$ cat config.mk
export PLATFORM = sky130hd
export DESIGN_NAME = exStage
export DESIGN_NICKNAME = d
export VERILOG_FILES = /design/src/cpuPkg.sv /design/src/exStage.sv /design/src/resultMerge.sv /design/src/shiftLogic.sv /design/src/claArith.sv /design/src/operandFormatter.sv
export SDC_FILE = /design/constraint.sdc
export NUM_CORES = 1
export LEC_CHECK = 0
export BUFFER_PORTS_ARGS = -buffer_cell sky130_fd_sc_hd__buf_2
export CELL_PAD_IN_SITES_DETAIL_PLACEMENT = 0
export CELL_PAD_IN_SITES_GLOBAL_PLACEMENT = 2
export CORE_ASPECT_RATIO = 1.5
export CORE_MARGIN = 5
export CORE_UTILIZATION = 30
export DETAILED_ROUTE_END_ITERATION = 8
export PLACE_DENSITY = 0.8
export REMOVE_ABC_BUFFERS = 1
export SYNTH_ARGS = -nofsm -noshare
export SYNTH_HDL_FRONTEND = slang
export SYNTH_SLANG_ARGS = --single-unit
$ cat constraint.sdc
create_clock -name clk -period 8.2 [get_ports clk]
set_input_delay 1.64 -clock clk [delete_from_list [all_inputs] [get_ports clk]]
set_output_delay 1.64 -clock clk [all_outputs]
set_load 0.03 [all_outputs]
$ cat src/cpuPkg.sv
`default_nettype none

package cpuPkg;

	////////////////////////////////
	// widths
	////////////////////////////////

	localparam int wordWidth = 16;
	localparam int opcodeWidth = 4;

	// data word, instruction word and the opcode field
	typedef logic [wordWidth-1:0] word_t;
	typedef logic [wordWidth-1:0] instr_t;
	typedef logic [opcodeWidth-1:0] opcode_t;

	// forwarding select
	// upper bit set picks the mem-stage alu result, 01 picks writeback data
	typedef logic [1:0] fwdSel_t;

	////////////////////////////////
	// opcodes
	////////////////////////////////

	localparam opcode_t opAdd = 4'd0;
	localparam opcode_t opSub = 4'd1;
	localparam opcode_t opRed = 4'd2;
	localparam opcode_t opXor = 4'd3;
	localparam opcode_t opSll = 4'd4;
	localparam opcode_t opSra = 4'd5;
	localparam opcode_t opRor = 4'd6;
	localparam opcode_t opPaddsb = 4'd7;
	localparam opcode_t opLw = 4'd8;
	localparam opcode_t opSw = 4'd9;
	localparam opcode_t opLhb = 4'd10;
	localparam opcode_t opLlb = 4'd11;
	localparam opcode_t opB = 4'd12;
	localparam opcode_t opBr = 4'd13;
	localparam opcode_t opPcs = 4'd14;
	localparam opcode_t opHlt = 4'd15;

	// which unit drives the result
	localparam logic [1:0] selCla = 2'd0;
	localparam logic [1:0] selXor = 2'd1;
	localparam logic [1:0] selShift = 2'd2;

	// shifter modes, same as the low opcode bits of sll/sra/ror
	localparam logic [1:0] shSll = 2'd0;
	localparam logic [1:0] shSra = 2'd1;
	localparam logic [1:0] shRor = 2'd2;

	// signed 16-bit clamp values
	localparam word_t wordMax = 16'h7fff;
	localparam word_t wordMin = 16'h8000;

	////////////////////////////////
	// bundles
	////////////////////////////////

	// alu control word, same bit order as {outSel, sat, red, sub, shiftOp}
	typedef struct packed {
		logic [1:0] outSel;
		logic sat;
		logic red;
		logic sub;
		logic [1:0] shiftOp;
	} aluOp_t;

	typedef struct packed {
		word_t aOp;
		word_t bOp;
	} operands_t;

	typedef struct packed {
		logic n;
		logic v;
		logic z;
	} flags_t;

	// everything the stage takes in from decode and forwarding
	typedef struct packed {
		logic valid;
		instr_t instr;
		word_t regData1;
		word_t regData2;
		word_t pcPlus2;
		word_t memResult;
		word_t writeData;
		fwdSel_t forwardA;
		fwdSel_t forwardB;
	} exIn_t;

endpackage

`default_nettype wire
$ cat src/exStage.sv
`default_nettype none

module exStage (
	input logic clk,
	input logic rstN,
	input cpuPkg::exIn_t in,
	output cpuPkg::word_t aluResult,
	output cpuPkg::flags_t flags
);

	// formatter outputs, fanned out to both units
	cpuPkg::operands_t operands;
	cpuPkg::aluOp_t aluOp;

	// unit results into the merge
	cpuPkg::word_t claResult;
	logic claOverflow;
	cpuPkg::word_t shiftResult;
	cpuPkg::word_t xorResult;

	operandFormatter uFormatter (
		.in(in),
		.operands(operands),
		.aluOp(aluOp)
	);

	claArith uCla (
		.operands(operands),
		.aluOp(aluOp),
		.claResult(claResult),
		.claOverflow(claOverflow)
	);

	shiftLogic uShift (
		.operands(operands),
		.aluOp(aluOp),
		.shiftResult(shiftResult),
		.xorResult(xorResult)
	);

	// only registered block, one cycle from bundle to result
	resultMerge uMerge (
		.clk(clk),
		.rstN(rstN),
		.valid(in.valid),
		.opcode(in.instr[15:12]),
		.aluOp(aluOp),
		.claResult(claResult),
		.claOverflow(claOverflow),
		.shiftResult(shiftResult),
		.xorResult(xorResult),
		.aluResult(aluResult),
		.flags(flags)
	);

endmodule

`default_nettype wire

$ cat src/resultMerge.sv
`default_nettype none

module resultMerge (
	input logic clk,
	input logic rstN,
	input logic valid,
	input cpuPkg::opcode_t opcode,
	input cpuPkg::aluOp_t aluOp,
	input cpuPkg::word_t claResult,
	input logic claOverflow,
	input cpuPkg::word_t shiftResult,
	input cpuPkg::word_t xorResult,
	output cpuPkg::word_t aluResult,
	output cpuPkg::flags_t flags
);

	logic isAddSub;
	logic isLogic;
	cpuPkg::word_t claSat;
	cpuPkg::word_t selResult;

	// which flags an opcode touches
	assign isAddSub = (opcode == cpuPkg::opAdd) || (opcode == cpuPkg::opSub);
	assign isLogic = (opcode == cpuPkg::opXor) || (opcode == cpuPkg::opSll)
		|| (opcode == cpuPkg::opSra) || (opcode == cpuPkg::opRor);

	// add/sub saturate
	// a wrapped result with bit 15 set came from a positive overflow
	assign claSat = (isAddSub && claOverflow)
		? (claResult[15] ? cpuPkg::wordMax : cpuPkg::wordMin)
		: claResult;

	always_comb begin
		case (aluOp.outSel)
			cpuPkg::selXor: selResult = xorResult;
			cpuPkg::selShift: selResult = shiftResult;
			default: selResult = claSat;
		endcase
	end

	//////////////////////////////
	// result and flag registers
	//////////////////////////////

	always_ff @(posedge clk) begin
		if (!rstN) begin
			aluResult <= '0;
			flags <= '0;
		end else begin
			// result loads even on bubbles
			aluResult <= selResult;
			if (valid && isAddSub) begin
				flags.n <= selResult[15];
				flags.v <= claOverflow;
				flags.z <= (selResult == '0);
			end else if (valid && isLogic) begin
				flags.z <= (selResult == '0);
			end
		end
	end

	// decode only ever produces cla, xor or shift
	outSelLegal: assert property (@(posedge clk) disable iff (!rstN)
		aluOp.outSel != 2'b11)
		else $error("resultMerge: outSel is 3");

endmodule

`default_nettype wire

$ cat src/shiftLogic.sv
`default_nettype none

module shiftLogic (
	input cpuPkg::operands_t operands,
	input cpuPkg::aluOp_t aluOp,
	output cpuPkg::word_t shiftResult,
	output cpuPkg::word_t xorResult
);

	logic [3:0] shAmt;
	// stage[k] is the value after the first k stages
	cpuPkg::word_t stage [0:4];

	// amount is the low nibble of B, the formatter puts instr[3:0] there
	assign shAmt = operands.bOp[3:0];
	assign stage[0] = operands.aOp;

	//////////////////////////////
	// log shifter
	//////////////////////////////

	// stage k moves by 1 << k when amount bit k is set
	for (genvar k = 0; k < 4; k++) begin : gStage
		always_comb begin
			if (!shAmt[k]) begin
				stage[k+1] = stage[k];
			end else begin
				case (aluOp.shiftOp)
					cpuPkg::shSll:
						stage[k+1] = stage[k] << (1 << k);
					cpuPkg::shSra:
						stage[k+1] = cpuPkg::word_t'($signed(stage[k]) >>> (1 << k));
					default:
						// ror, bits falling off the bottom wrap to the top
						stage[k+1] = (stage[k] >> (1 << k))
							| (stage[k] << (cpuPkg::wordWidth - (1 << k)));
				endcase
			end
		end
	end

	assign shiftResult = stage[4];

	// xor shares nothing with the shifter
	assign xorResult = operands.aOp ^ operands.bOp;

endmodule

`default_nettype wire

$ cat src/claArith.sv
`default_nettype none

module claArith (
	input cpuPkg::operands_t operands,
	input cpuPkg::aluOp_t aluOp,
	output cpuPkg::word_t claResult,
	output logic claOverflow
);

	// one 4-bit lookahead group
	// returns {group generate, group propagate, sum}
	function automatic logic [5:0] claGroup(
		input logic [3:0] a,
		input logic [3:0] b,
		input logic cin
	);
		logic [3:0] g;
		logic [3:0] p;
		logic [3:0] c;
		logic grpGen;
		logic grpProp;
		g = a & b;
		p = a ^ b;
		c[0] = cin;
		c[1] = g[0] | (p[0] & c[0]);
		c[2] = g[1] | (p[1] & g[0]) | (p[1] & p[0] & c[0]);
		c[3] = g[2] | (p[2] & g[1]) | (p[2] & p[1] & g[0]) | (p[2] & p[1] & p[0] & c[0]);
		grpGen = g[3] | (p[3] & g[2]) | (p[3] & p[2] & g[1]) | (p[3] & p[2] & p[1] & g[0]);
		grpProp = &p;
		return {grpGen, grpProp, p ^ c};
	endfunction

	cpuPkg::word_t a;
	cpuPkg::word_t b;
	cpuPkg::word_t sum;
	cpuPkg::word_t nibSum;
	cpuPkg::word_t redSum;
	logic [3:0] grpG;
	logic [3:0] grpP;
	logic [3:0] grpC;
	logic [3:0] nibCin;
	logic [3:0] nibOvf;
	logic sumOvf;
	logic signed [8:0] redA;
	logic signed [8:0] redB;
	logic signed [9:0] redTotal;

	assign a = operands.aOp;
	// subtract as a + ~b + 1
	assign b = aluOp.sub ? ~operands.bOp : operands.bOp;

	//////////////////////////////
	// lookahead adder
	//////////////////////////////

	always_comb begin
		logic [5:0] grp;
		for (int i = 0; i < 4; i++) begin
			grp = claGroup(a[4*i +: 4], b[4*i +: 4], 1'b0);
			grpG[i] = grp[5];
			grpP[i] = grp[4];
		end
	end

	// second level lookahead across the groups
	assign grpC[0] = aluOp.sub;
	assign grpC[1] = grpG[0] | (grpP[0] & grpC[0]);
	assign grpC[2] = grpG[1] | (grpP[1] & grpG[0]) | (grpP[1] & grpP[0] & grpC[0]);
	assign grpC[3] = grpG[2] | (grpP[2] & grpG[1]) | (grpP[2] & grpP[1] & grpG[0])
		| (grpP[2] & grpP[1] & grpP[0] & grpC[0]);

	// paddsb breaks the chain at every nibble
	assign nibCin = aluOp.sat ? 4'b0000 : grpC;

	always_comb begin
		logic [5:0] grp;
		for (int i = 0; i < 4; i++) begin
			grp = claGroup(a[4*i +: 4], b[4*i +: 4], nibCin[i]);
			sum[4*i +: 4] = grp[3:0];
		end
	end

	// signed overflow of the full word
	assign sumOvf = (a[15] == b[15]) && (sum[15] != a[15]);

	// per nibble clamp to +7 / -8
	always_comb begin
		for (int i = 0; i < 4; i++) begin
			nibOvf[i] = (a[4*i+3] == b[4*i+3]) && (sum[4*i+3] != a[4*i+3]);
			if (nibOvf[i])
				nibSum[4*i +: 4] = a[4*i+3] ? 4'h8 : 4'h7;
			else
				nibSum[4*i +: 4] = sum[4*i +: 4];
		end
	end

	//////////////////////////////
	// red reduction tree
	//////////////////////////////

	// byte pairs first, then the two partial sums
	assign redA = $signed(operands.aOp[15:8]) + $signed(operands.aOp[7:0]);
	assign redB = $signed(operands.bOp[15:8]) + $signed(operands.bOp[7:0]);
	assign redTotal = redA + redB;
	assign redSum = {{6{redTotal[9]}}, redTotal};

	// plain sums go out wrapped
	// the 16-bit clamp for add and sub comes with the overflow bit
	assign claResult = aluOp.red ? redSum : (aluOp.sat ? nibSum : sum);
	assign claOverflow = aluOp.sat ? |nibOvf : (!aluOp.red && sumOvf);

	// formatter must never ask for both split modes at once
	satRedExclusive: assert final ($isunknown(aluOp) || !(aluOp.sat && aluOp.red))
		else $error("claArith: sat and red set together");

endmodule

`default_nettype wire

$ cat src/operandFormatter.sv
`default_nettype none

module operandFormatter (
	input cpuPkg::exIn_t in,
	output cpuPkg::operands_t operands,
	output cpuPkg::aluOp_t aluOp
);

	// forwarding tree, mem-stage result wins over writeback
	function automatic cpuPkg::word_t forwardMux(
		input cpuPkg::fwdSel_t sel,
		input cpuPkg::word_t regData,
		input cpuPkg::word_t memResult,
		input cpuPkg::word_t writeData
	);
		if (sel[1])
			return memResult;
		if (sel[0])
			return writeData;
		return regData;
	endfunction

	cpuPkg::opcode_t opcode;

	// internal formatting controls
	logic useImm;
	logic byteSel;
	logic memOp;
	logic pcsSel;
	logic ldByte;

	cpuPkg::word_t regA;
	cpuPkg::word_t regB;
	cpuPkg::word_t byteA;
	cpuPkg::word_t byteB;
	cpuPkg::word_t immMem;
	cpuPkg::word_t imm;

	assign opcode = in.instr[15:12];

	//////////////////////////////
	// decode
	//////////////////////////////

	// lw and sw need the doubled offset
	assign memOp = (opcode == cpuPkg::opLw) || (opcode == cpuPkg::opSw);
	assign ldByte = (opcode == cpuPkg::opLhb) || (opcode == cpuPkg::opLlb);
	// 1 for llb, 0 for lhb
	assign byteSel = opcode[0];
	assign pcsSel = (opcode == cpuPkg::opPcs);
	// immediate for shifts, memory ops and byte loads
	assign useImm = memOp || ldByte
		|| (opcode == cpuPkg::opSll)
		|| (opcode == cpuPkg::opSra)
		|| (opcode == cpuPkg::opRor);

	// control word for the two units
	always_comb begin
		aluOp.outSel = cpuPkg::selCla;
		if (opcode == cpuPkg::opXor)
			aluOp.outSel = cpuPkg::selXor;
		else if ((opcode == cpuPkg::opSll) || (opcode == cpuPkg::opSra)
			|| (opcode == cpuPkg::opRor))
			aluOp.outSel = cpuPkg::selShift;
		aluOp.sat = (opcode == cpuPkg::opPaddsb);
		aluOp.red = (opcode == cpuPkg::opRed);
		aluOp.sub = (opcode == cpuPkg::opSub);
		// shifter mode straight from the opcode
		aluOp.shiftOp = opcode[1:0];
	end

	//////////////////////////////
	// operand A
	//////////////////////////////

	assign regA = forwardMux(in.forwardA, in.regData1, in.memResult, in.writeData);
	// clear the byte that the immediate lands in
	assign byteA = byteSel ? {regA[15:8], 8'h00} : {8'h00, regA[7:0]};
	// pcs is a plain add of zero and pc+2
	assign operands.aOp = pcsSel ? '0 : (ldByte ? byteA : regA);

	//////////////////////////////
	// operand B
	//////////////////////////////

	assign regB = forwardMux(in.forwardB, in.regData2, in.memResult, in.writeData);
	// byte immediate into the target byte
	assign byteB = byteSel ? {8'h00, in.instr[7:0]} : {in.instr[7:0], 8'h00};
	// sign extend, memory offsets count half-words
	assign immMem = memOp ? {{11{in.instr[3]}}, in.instr[3:0], 1'b0}
		: {{12{in.instr[3]}}, in.instr[3:0]};
	assign imm = ldByte ? byteB : immMem;
	assign operands.bOp = pcsSel ? in.pcPlus2 : (useImm ? imm : regB);

endmodule

`default_nettype wire

==> summary.md, run 1 <==
| Metric | Value |
|---|---|
| Depth of the CTS H-tree | 1 |
| Maximum frequency from static timing analysis | 131 MHz |
| Final WL | 34400 microns |
| Cells on worst reg2reg path | 2 |
| Class of the tightest hold or removal check | reg -> reg |
| Most instantiated library cell after synthesis | nand2_1 |
| Post-synth top area share | 6.40% |
| Mean instance size in the synthesized netlist | 7.02 sq um |
| Area of the core | 0.0228 sq mm |
| Proportion of synthesized flip-flops having asynchronous set or reset | 0% |
| Worst Skew | 0 ps |
| Vias | 8469 |
| Number of antenna-violating nets in the routed design | 0 |
| Drc violations | 0 |
| Clock tree sinks | 19 |
| Clock Pin Slew Worst Setup and Hold Paths | 50 ps |
| TritonRoute pass-1 iters | 6 |
| Max-capacitance violation count | 0 |
| Capture point of the worst reg-to-reg path | uMerge.flags[2]$_SDFFE_PN0P_ |
| Die outline height | 196 microns |
| Cell count after synthesis | 981 |
| Setup repair after global routing missed its margin | false |
| Final hold violation count | 0 |
| Number of distinct library cell variants in the gate-level netlist after synthesis | 102 |
| Area of the multi-input gates | 0.00597 sq mm |
| Final-stage net count | 1238 |
| Post-DR wirelength/cell | 25.1 microns |
| 1st-iter DRT viols | 772 |
| All-layer global routing usage | 25.1% |
| Remaining global-route overflow | 0 |
| Data required time of the critical path | 8380 ps |
| Amount of wire on met3 after detailed routing | 2080 microns |
| Category of the critical setup timing path | in -> reg |
| Initial standard-cell utilization of the core | 30.2% |
| Normalized max-slew margin | 34.3% |
| Sequential-to-total area share from yosys stat | 5.52% |
| Max-slew violations | 0 |
| Clock Tree Root | clkbuf_16 |
| Total setup violations reported at the end of the flow | 0 |
| Highest metal used | met4 |
| Worst-skew pair later-pin latency | 250 ps |
| Width of the chip | 134 microns |
| Critical Path Start Type | input pin |
| Leakage component of the power | 3.40 nW |
| Post-cts sizing count | 0 |
| CP Capture Type | flip-flop |
| FF+latch count, synth | 19 |
| HPWL Detailed | 28400 microns |
| Actual transition at the worst max-transition pin | 977 ps |
| Post-Syn Area | 0.00689 sq mm |
| Largest net degree at the start of global routing | 42 |
| CP Data Arrival Time | 7800 ps |
| Routed length on met1 | 12500 microns |
| Maximum resistive drop on vdd | 82.4 uV |
| EDFF count, synth | 0 |
| Number of warnings issued by yosys | 0 |
| Summed negative setup slack over all endpoints | 0 ps |
| Wire length of the first global-routing pass | 50900 microns |
| Critical hold path startpoint | uMerge.flags[0]$_SDFFE_PN0P_ |
| Weighted congestion at the end of routability-driven global placement | 1.02 |
| Outcome | finished, final reports clean |
| Endpoint of the worst hold path | uMerge.flags[0]$_SDFFE_PN0P_ |
| Source of the worst register-to-register timing path | uMerge.flags[2]$_SDFFE_PN0P_ |
| Critical-path maximum fanout | 19 |
| Die area | 0.0261 sq mm |
| Power per Cell Area | 181 mW/mm^2 |
| Leading register cell type out of synthesis | dfxtp_1 |
| Share of final-layout standard cells stronger than drive strength 1 | 21.8% |
| Worst Hold Path Cells | 2 |
| Filler Cells Inserted | 2520 |
| Vias in the first global route | 8377 |
| Minimum period implied by the final worst setup slack | 7620 ps |
| Count of port buffers added during placement | 117 |
| Num CTS Buffers | 3 |
| Hold-fix buffers at CTS | 0 |
| Number of antenna violations at the first check in global routing | 1 |
| Tcrit/Tclk final | 92.9% |
| Clock tree from TritonCTS | built |
| Area of all sequential standard cells | 380 sq um |
| Area grow syn2layout | 15.6% |
| Largest cells by area after synthesis | fa_1 (6.4%), nand2_1 (5.6%), dfxtp_1 (5.5%) |
| Worst reg-to-reg setup slack | 7570 ps |
| Via density | 6.19 |
| Leading area contributor after synthesis | fa_1 |
| CTS max path bufs | 2 |
| Launch point of the critical path | in[97] |
| Post-CTS setup repair buffer count | 0 |
| Hold Worst Slack | 480 ps |
| Number of rows in the core area | 68 |
| Top cells by count, synth | nand2_1 (103), nor2_1 (80), o21ai_0 (62) |
| Num ports | 122 |
| Metal2 WL | 17000 microns |
placed cells by master, fill, tap and decap left out, types with 8 or more instances in the layout:
cell and count:
o21ai_1 10, o211ai_1 25, nor2b_1 9, o21ai_0 62
fa_1 22, nand3_1 22, o31ai_1 15, inv_1 41
mux2_2 17, and3_1 9, a21o_1 11, nand4_1 9
a211oi_1 32, nor2_1 80, nor4_1 10, a22oi_1 12
and2_1 18, a31oi_1 14, nand2b_1 12, xnor2_1 30
a21oi_1 60, or2_2 8, mux2i_1 37, o22ai_1 13
nor3_1 33, nand2_1 103, ha_1 24, o2111ai_1 9
buf_4 50, dfxtp_1 19, buf_2 117
power by group:
part	internal [W]	switching [W]	leakage, nW	total [W]
clock network	0.0000660	0.0000316	0.0382	0.0000976
registers	0.000115	0.00000590	0.157	0.000121
logic	0.000453	0.000768	3.21	0.00122
kinds of logic after synthesis:
group | count (synthesis) | synth area share (%)
xor+xnor | 37 | 4.71
flops | 19 | 5.52
simple gates | 355 | 26.0
compound gates | 348 | 35.2
buf+inv | 114 | 7.78
mux | 62 | 10.1
fa+ha+maj | 46 | 10.8
critical path, stage by stage:
cell and delay [ps]:
buf_2 330, a21bo_1 220, o21ai_2 140, buf_4 200, or3_4 390, nand2_2 110
o21ai_0 190, xnor2_1 220, ha_1 310, nand2_1 90, o211a_1 250, o21ai_1 170
a21oi_1 120, o211a_1 290, o31ai_2 330, a21oi_1 150, fa_1 510, nor2_1 160
nand4_1 260, a21bo_4 340, or2_4 190, a211oi_1 100, or4_4 570, nor4_2 260
nand4_1 110, o21ai_1 140
metrics by stage:
stage          power (W)  std cells  cell area (sq um)  worst slack, ps  utilization [%]
2_1_floorplan   0.000902        916               6550              296                -
3_3_place_gp     0.00133       1364               7880              371             34.5
3_5_place_dp     0.00133       1364               7880              357             34.5
4_1_cts          0.00144       1368               7960              618             34.9
5_1_grt          0.00155       1369               7960              227             34.9
6_report         0.00144       1369               7960              579             34.9
layer usage:
layer	vias to the layer above	global-route usage, %
li1	3920	-
met4	0	16.1
met1	3952	28.1
met3	115	2.42
met5	-	0
met2	482	44.9
state kept, by name, summed over array words and instances, names as in the netlist:
signal	cells
uMerge.flags	3
uMerge.aluResult	16
worst max path at each step:
| stage | endpoint | slack [ps] | cells past startpoint |
|---|---|---|---|
| after floorplan | uMerge.flags[0]$_SDFFE_PN0P_ | 300 | 24 |
| after global placement | uMerge.flags[0]$_SDFFE_PN0P_ | 370 | 25 |
| after detailed placement | uMerge.flags[0]$_SDFFE_PN0P_ | 360 | 26 |
| after CTS | uMerge.flags[0]$_SDFFE_PN0P_ | 620 | 26 |
| after global routing | uMerge.flags[0]$_SDFFE_PN0P_ | 230 | 25 |
| final | uMerge.flags[0]$_SDFFE_PN0P_ | 580 | 26 |
cell type report:
cell class              count  area share (%)
inverters                  49            2.44
diodes                      1          0.0314
multi-input cells         848            75.0
well taps                 280            4.40
flip-flops and latches     19            4.78
clock buffers               4           0.991
repair buffers            168            12.3
Power figures use the tool's default switching activity.
==> run 2: changes to the inputs <==
--- a/config.mk
+++ b/config.mk
@@ -10,9 +10,9 @@
 export CELL_PAD_IN_SITES_GLOBAL_PLACEMENT = 2
 export CORE_ASPECT_RATIO = 1.5
 export CORE_MARGIN = 5
-export CORE_UTILIZATION = 30
+export CORE_UTILIZATION = 33
 export DETAILED_ROUTE_END_ITERATION = 8
-export PLACE_DENSITY = 0.8
+export PLACE_DENSITY = 0.87
 export REMOVE_ABC_BUFFERS = 1
 export SYNTH_ARGS = -nofsm -noshare
 export SYNTH_HDL_FRONTEND = slang
==> run 2 against run 1 <==
Wire length is 0.79% lower. Highest routed layer unchanged. Largest power group unchanged. Critical path depth is 1 lower. Core utilization is 3.7 points higher. Setup slack better by 20 ps.
==> summary.md, run 2 (same netlist as run 1, synthesis figures left out) <==
| Metric | Value |
|---|---|
| Power per Cell Area | 181 mW/mm^2 |
| Cells on worst reg2reg path | 2 |
| Normalized max-slew margin | 21.6% |
| Capture point of the worst reg-to-reg path | uMerge.flags[2]$_SDFFE_PN0P_ |
| Summed negative setup slack over all endpoints | 0 ps |
| Top Registers | uMerge.aluResult x16, uMerge.flags x3 |
| Tcrit/Tclk final | 92.7% |
| Clock Tree Root | clkbuf_16 |
| Outcome | finished, final reports clean |
| Die outline height | 187 microns |
| Clock Pin Slew Worst Setup and Hold Paths | 50 ps |
| Area grow syn2layout | 14.8% |
| 1st-iter DRT viols | 751 |
| Vias | 8374 |
| Data required time of the critical path | 8390 ps |
| Critical-path maximum fanout | 16 |
| Biggest register | uMerge.aluResult |
| Global-route met3 utilization | 2.23% |
| Maximum frequency from static timing analysis | 132 MHz |
| Actual transition at the worst max-transition pin | 1170 ps |
| Max-capacitance violation count | 0 |
| Leading cell type in the layout, fill and taps excluded | buf_2 |
| TritonRoute pass-1 iters | 6 |
| Initial standard-cell utilization of the core | 33.6% |
| Depth of the CTS H-tree | 1 |
| Share of final-layout standard cells stronger than drive strength 1 | 21.7% |
| Total setup violations reported at the end of the flow | 0 |
| Category of the critical setup timing path | in -> reg |
| Launch point of the critical path | in[97] |
| Vias in the first global route | 8561 |
| Post-DR wirelength/cell | 25.3 microns |
| Layout Utilization | 38.6% |
| Clock tree sinks | 19 |
| Worst-skew pair later-pin latency | 250 ps |
| Largest net degree at the start of global routing | 42 |
| Drc violations | 0 |
| Flip-flop count of the largest register, all copies and words added | 16 |
| Count of buffering cells on the critical path with inverters included | 2 |
| Num CTS Buffers | 3 |
| Setup repair after global routing missed its margin | false |
| Max-slew violations | 0 |
| Largest stage delay, worst path | 560 ps |
| Class of the tightest hold or removal check | reg -> reg |
| Num ports | 122 |
| Met1 track demand over resource | 32.0% |
| Hold-fix buffers at CTS | 0 |
| Post-cts sizing count | 0 |
| Number of rows in the core area | 64 |
| Via density | 6.20 |
| Post-CTS setup repair buffer count | 0 |
| Count of port buffers added during placement | 117 |
| CTS max path bufs | 2 |
| Width of the chip | 128 microns |
| CP Capture Type | flip-flop |
| Leakage component of the power | 3.38 nW |
| GR peak layer | met2 |
| Final WL | 34100 microns |
| Final hold violation count | 0 |
| Worst Skew | 0 ps |
| Most frequent cells in the layout | buf_2 (117), nand2_1 (103), nor2_1 (80) |
| Area of the core | 0.0205 sq mm |
| Capturing element of the worst setup path | uMerge.flags[0]$_SDFFE_PN0P_ |
| Number of cells after detailed placement | 1345 |
| Worst reg-to-reg setup slack | 7570 ps |
| Number of standard cells in the final layout excluding fillers | 1350 |
| Maximum resistive drop on vdd | 73.6 uV |
| Critical Path Start Type | input pin |
| Minimum period implied by the final worst setup slack | 7600 ps |
| Die area | 0.0239 sq mm |
| Source of the worst register-to-register timing path | uMerge.flags[2]$_SDFFE_PN0P_ |
| Global routing met2 resource utilization | 48.5% |
| Wire length of the first global-routing pass | 51600 microns |
| Slowest-stage cell, CP | nor3_1 |
| Weighted congestion at the end of routability-driven global placement | 1.01 |
| Remaining global-route overflow | 0 |
| Crit. path cell count | 25 |
| HPWL Detailed | 28300 microns |
| Final-stage net count | 1235 |
| Worst Hold Path Cells | 2 |
| Top Family by Delay on Critical Path | simple AND/OR/NAND/NOR gates |
| All-layer global routing usage | 27.6% |
| CP Data Arrival Time | 7790 ps |
| Number of antenna violations at the first check in global routing | 1 |
| Number of antenna-violating nets in the routed design | 0 |
| Clock tree from TritonCTS | built |
[run 2: metal layers]
metal	part of all wire (%)	routed length, microns
met5	0	0
met4	7.3	2500
met3	5.5	1880
met2	50	17100
met1	37	12600
[run 2: report_power, final]
group	switching [W]	internal, W
Combinational	0.000764	0.000448
Clock	0.0000337	0.0000653
Sequential	0.00000535	0.000115
[run 2: tightest hold or removal path, stage by stage (launching register included)]
cell     delay (ps)
dfxtp_1         320
nand3_1          70
o21ai_1          50
[run 2: area by class of cell]
| class | instances | area [sq um] |
|---|---|---|
| repair buffers | 165 | 946 |
| flip-flops and latches | 19 | 380 |
| diodes | 1 | 2.50 |
| fillers | 2346 | 12600 |
| clock buffers | 3 | 75.1 |
| multi-input cells | 848 | 5970 |
| well taps | 264 | 330 |
| clock inverters | 1 | 5.00 |
| inverters | 49 | 194 |
[run 2: metrics by stage]
step,hold slack [ps],cell area (sq um),total power [W],setup WS (ps)
2_1_floorplan,584,6550,0.000902,296
3_3_place_gp,472,7820,0.00131,448
3_5_place_dp,485,7820,0.00132,451
4_1_cts,491,7900,0.00142,689
5_1_grt,507,7900,0.00154,250
6_report,481,7900,0.00143,599
[run 2: how the worst min path moves through the flow]
stage / to / slack [ps] / start
3_3_place_gp: uMerge.flags[0]$_SDFFE_PN0P_ / 470 / uMerge.flags[0]$_SDFFE_PN0P_
5_1_grt: uMerge.flags[0]$_SDFFE_PN0P_ / 510 / uMerge.flags[0]$_SDFFE_PN0P_
4_1_cts: uMerge.flags[0]$_SDFFE_PN0P_ / 490 / uMerge.flags[0]$_SDFFE_PN0P_
3_5_place_dp: uMerge.flags[0]$_SDFFE_PN0P_ / 480 / uMerge.flags[0]$_SDFFE_PN0P_
6_report: uMerge.flags[0]$_SDFFE_PN0P_ / 480 / uMerge.flags[0]$_SDFFE_PN0P_
2_1_floorplan: uMerge.flags[0]$_SDFFE_PN0P_ / 580 / uMerge.flags[0]$_SDFFE_PN0P_
==> run 3: changes to the inputs <==
--- a/config.mk
+++ b/config.mk
@@ -13,7 +13,6 @@
 export CORE_UTILIZATION = 33
 export DETAILED_ROUTE_END_ITERATION = 8
 export PLACE_DENSITY = 0.87
-export REMOVE_ABC_BUFFERS = 1
 export SYNTH_ARGS = -nofsm -noshare
 export SYNTH_HDL_FRONTEND = slang
 export SYNTH_SLANG_ARGS = --single-unit
==> run 3 against run 2 <==
Die area stayed put. Global-route usage decreased by 1.0 points. Register-to-register slack got worse by 20 ps. Fmax is 0.91% higher. Cell count decreased by 0.22%. Wire length fell by 2.5%. Via count up 1.4%. Critical path depth stayed put. Critical endpoint unchanged. Critical path type unchanged. Sequential share of layout area hardly changed.
==> summary.md, run 3 (same netlist as run 1, synthesis figures left out) <==
| Metric | Value |
|---|---|
| Outcome | finished, final reports clean |
| Number of rows in the core area | 64 |
| Number of antenna violations at the first check in global routing | 0 |
| Critical-path maximum fanout | 22 |
| Weighted congestion at the end of routability-driven global placement | 1.06 |
| Num ports | 122 |
| CP Capture Type | flip-flop |
| Final hold violation count | 0 |
| Hold-fix buffers at CTS | 0 |
| CTS max path bufs | 2 |
| Worst Hold Path Cells | 2 |
| Post-CTS setup repair buffer count | 0 |
| Post-cts sizing count | 0 |
| Remaining global-route overflow | 0 |
| Power per Cell Area | 182 mW/mm^2 |
| Worst Skew | 0 ps |
| Width of the chip | 128 microns |
| Maximum resistive drop on vdd | 65.7 uV |
| Clock tree from TritonCTS | built |
| Summed negative setup slack over all endpoints | 0 ps |
| Critical Path Start Type | input pin |
| Final-stage net count | 1233 |
| Clock tree sinks | 19 |
| Area of the core | 0.0205 sq mm |
| Count of port buffers added during placement | 117 |
| HPWL Detailed | 27500 microns |
| Flip-flop count of the largest register, all copies and words added | 16 |
| Number of cells after detailed placement | 1343 |
| Launch point of the critical path | in[97] |
| Post-DR wirelength/cell | 24.7 microns |
| Maximum frequency from static timing analysis | 133 MHz |
| Initial standard-cell utilization of the core | 33.6% |
| Cells on worst reg2reg path | 2 |
| Depth of the CTS H-tree | 1 |
| Normalized max-slew margin | 26.4% |
| Endpoint of the worst hold path | uMerge.flags[0]$_SDFFE_PN0P_ |
| Number of standard cells in the final layout excluding fillers | 1347 |
| Worst reg-to-reg setup slack | 7550 ps |
| Leading cell type in the layout, fill and taps excluded | buf_2 |
| Net Count, Synth | 1130 |
| Max-slew violations | 0 |
| CP Data Arrival Time | 7720 ps |
| Number of antenna-violating nets in the routed design | 0 |
| Tcrit/Tclk final | 91.9% |
| Area grow syn2layout | 14.5% |
| Leakage component of the power | 3.37 nW |
| Final WL | 33200 microns |
| Category of the critical setup timing path | in -> reg |
| Source of the worst register-to-register timing path | uMerge.flags[1]$_SDFFE_PN0P_ |
| Actual transition at the worst max-transition pin | 1100 ps |
| Via density | 6.30 |
| Biggest register | uMerge.aluResult |
| Die area | 0.0239 sq mm |
| Vias in the first global route | 8382 |
| All-layer global routing usage | 26.6% |
| 1st-iter DRT viols | 1001 |
| Max-capacitance violation count | 0 |
| Minimum period implied by the final worst setup slack | 7530 ps |
| Top Registers | uMerge.aluResult x16, uMerge.flags x3 |
| Die outline height | 187 microns |
| Share of final-layout standard cells stronger than drive strength 1 | 21.5% |
| Drc violations | 0 |
| Clock Tree Root | clkbuf_16 |
| Most frequent cells in the layout | buf_2 (117), nand2_1 (103), nor2_1 (80) |
| Clock Pin Slew Worst Setup and Hold Paths | 50 ps |
| Critical hold path startpoint | uMerge.flags[0]$_SDFFE_PN0P_ |
| Data required time of the critical path | 8380 ps |
| Capture point of the worst reg-to-reg path | uMerge.flags[1]$_SDFFE_PN0P_ |
| Wire length of the first global-routing pass | 49600 microns |
| TritonRoute pass-1 iters | 5 |
| Largest net degree at the start of global routing | 42 |
| Num CTS Buffers | 3 |
| Vias | 8492 |
| Class of the tightest hold or removal check | reg -> reg |
| Count of inserted antenna diode cells | 0 |
| Setup repair after global routing missed its margin | false |
| Worst-skew pair later-pin latency | 250 ps |
| Total setup violations reported at the end of the flow | 0 |
## run 3: worst max-delay path by stage
| stage | to | slack [ps] | depth (start not counted) |
|---|---|---|---|
| 2_1_floorplan | uMerge.flags[0]$_SDFFE_PN0P_ | 1070 | 28 |
| 3_3_place_gp | uMerge.flags[0]$_SDFFE_PN0P_ | 540 | 24 |
| 3_5_place_dp | uMerge.flags[0]$_SDFFE_PN0P_ | 540 | 24 |
| 4_1_cts | uMerge.flags[0]$_SDFFE_PN0P_ | 770 | 24 |
| 5_1_grt | uMerge.flags[0]$_SDFFE_PN0P_ | 330 | 26 |
| 6_report | uMerge.flags[0]$_SDFFE_PN0P_ | 670 | 25 |
## run 3: final cells by class
cell class / count / area (sq um)
Inverter: 49 / 194
Multi-Input combinational cell: 848 / 5970
Clock inverter: 1 / 5.00
Sequential cell: 19 / 380
Clock buffer: 3 / 75.1
Fill cell: 2341 / 12600
Timing Repair Buffer: 163 / 931
Tap cell: 264 / 330
## run 3: critical path, stage by stage
cell and delay, ps:
buf_2 240, a21bo_1 250, o21ai_2 280, buf_4 250, o22ai_1 100, nor3_1 520, xnor2_1 170, ha_1 370
nand3_1 110, a21o_1 180, o21ai_1 150, a21oi_1 130, o211a_1 290, o31ai_2 310, a21oi_1 140, fa_1 600
nor2_1 190, nand4_1 140, a21bo_4 310, or2_4 170, a211oi_1 80, or4_4 580, nor4_2 250, nand4_1 110
o21ai_1 130
## run 3: power by group
part | internal, W | switching [W] | leakage [nW]
logic | 0.000451 | 0.000768 | 3.17
clock network | 0.0000653 | 0.0000331 | 0.0409
registers | 0.000115 | 0.00000463 | 0.157
## run 3: per-layer routing
metal / vias to the layer above / GRT usage [%] / part of all wire, % / wire length (microns)
li1: 3897 / - / - / -
met1: 3951 / 29.2 / 35 / 11800
met5: - / 0 / 0 / 0
met4: 0 / 18.5 / 8.9 / 2950
met2: 481 / 46.5 / 50 / 16500
met3: 163 / 3.29 / 6.1 / 2010
## run 3: per-stage QoR
stage	utilization (%)	hold slack, ps	area, sq um	total power [W]	setup slack (ps)
finish	38.5	470	7890	0.00144	667
global route	38.5	500	7890	0.00154	331
CTS	38.5	478	7890	0.00142	765
detailed placement	38.1	471	7810	0.00132	541
global placement	38.1	470	7810	0.00131	539
floorplan	-	585	6890	0.000931	1070
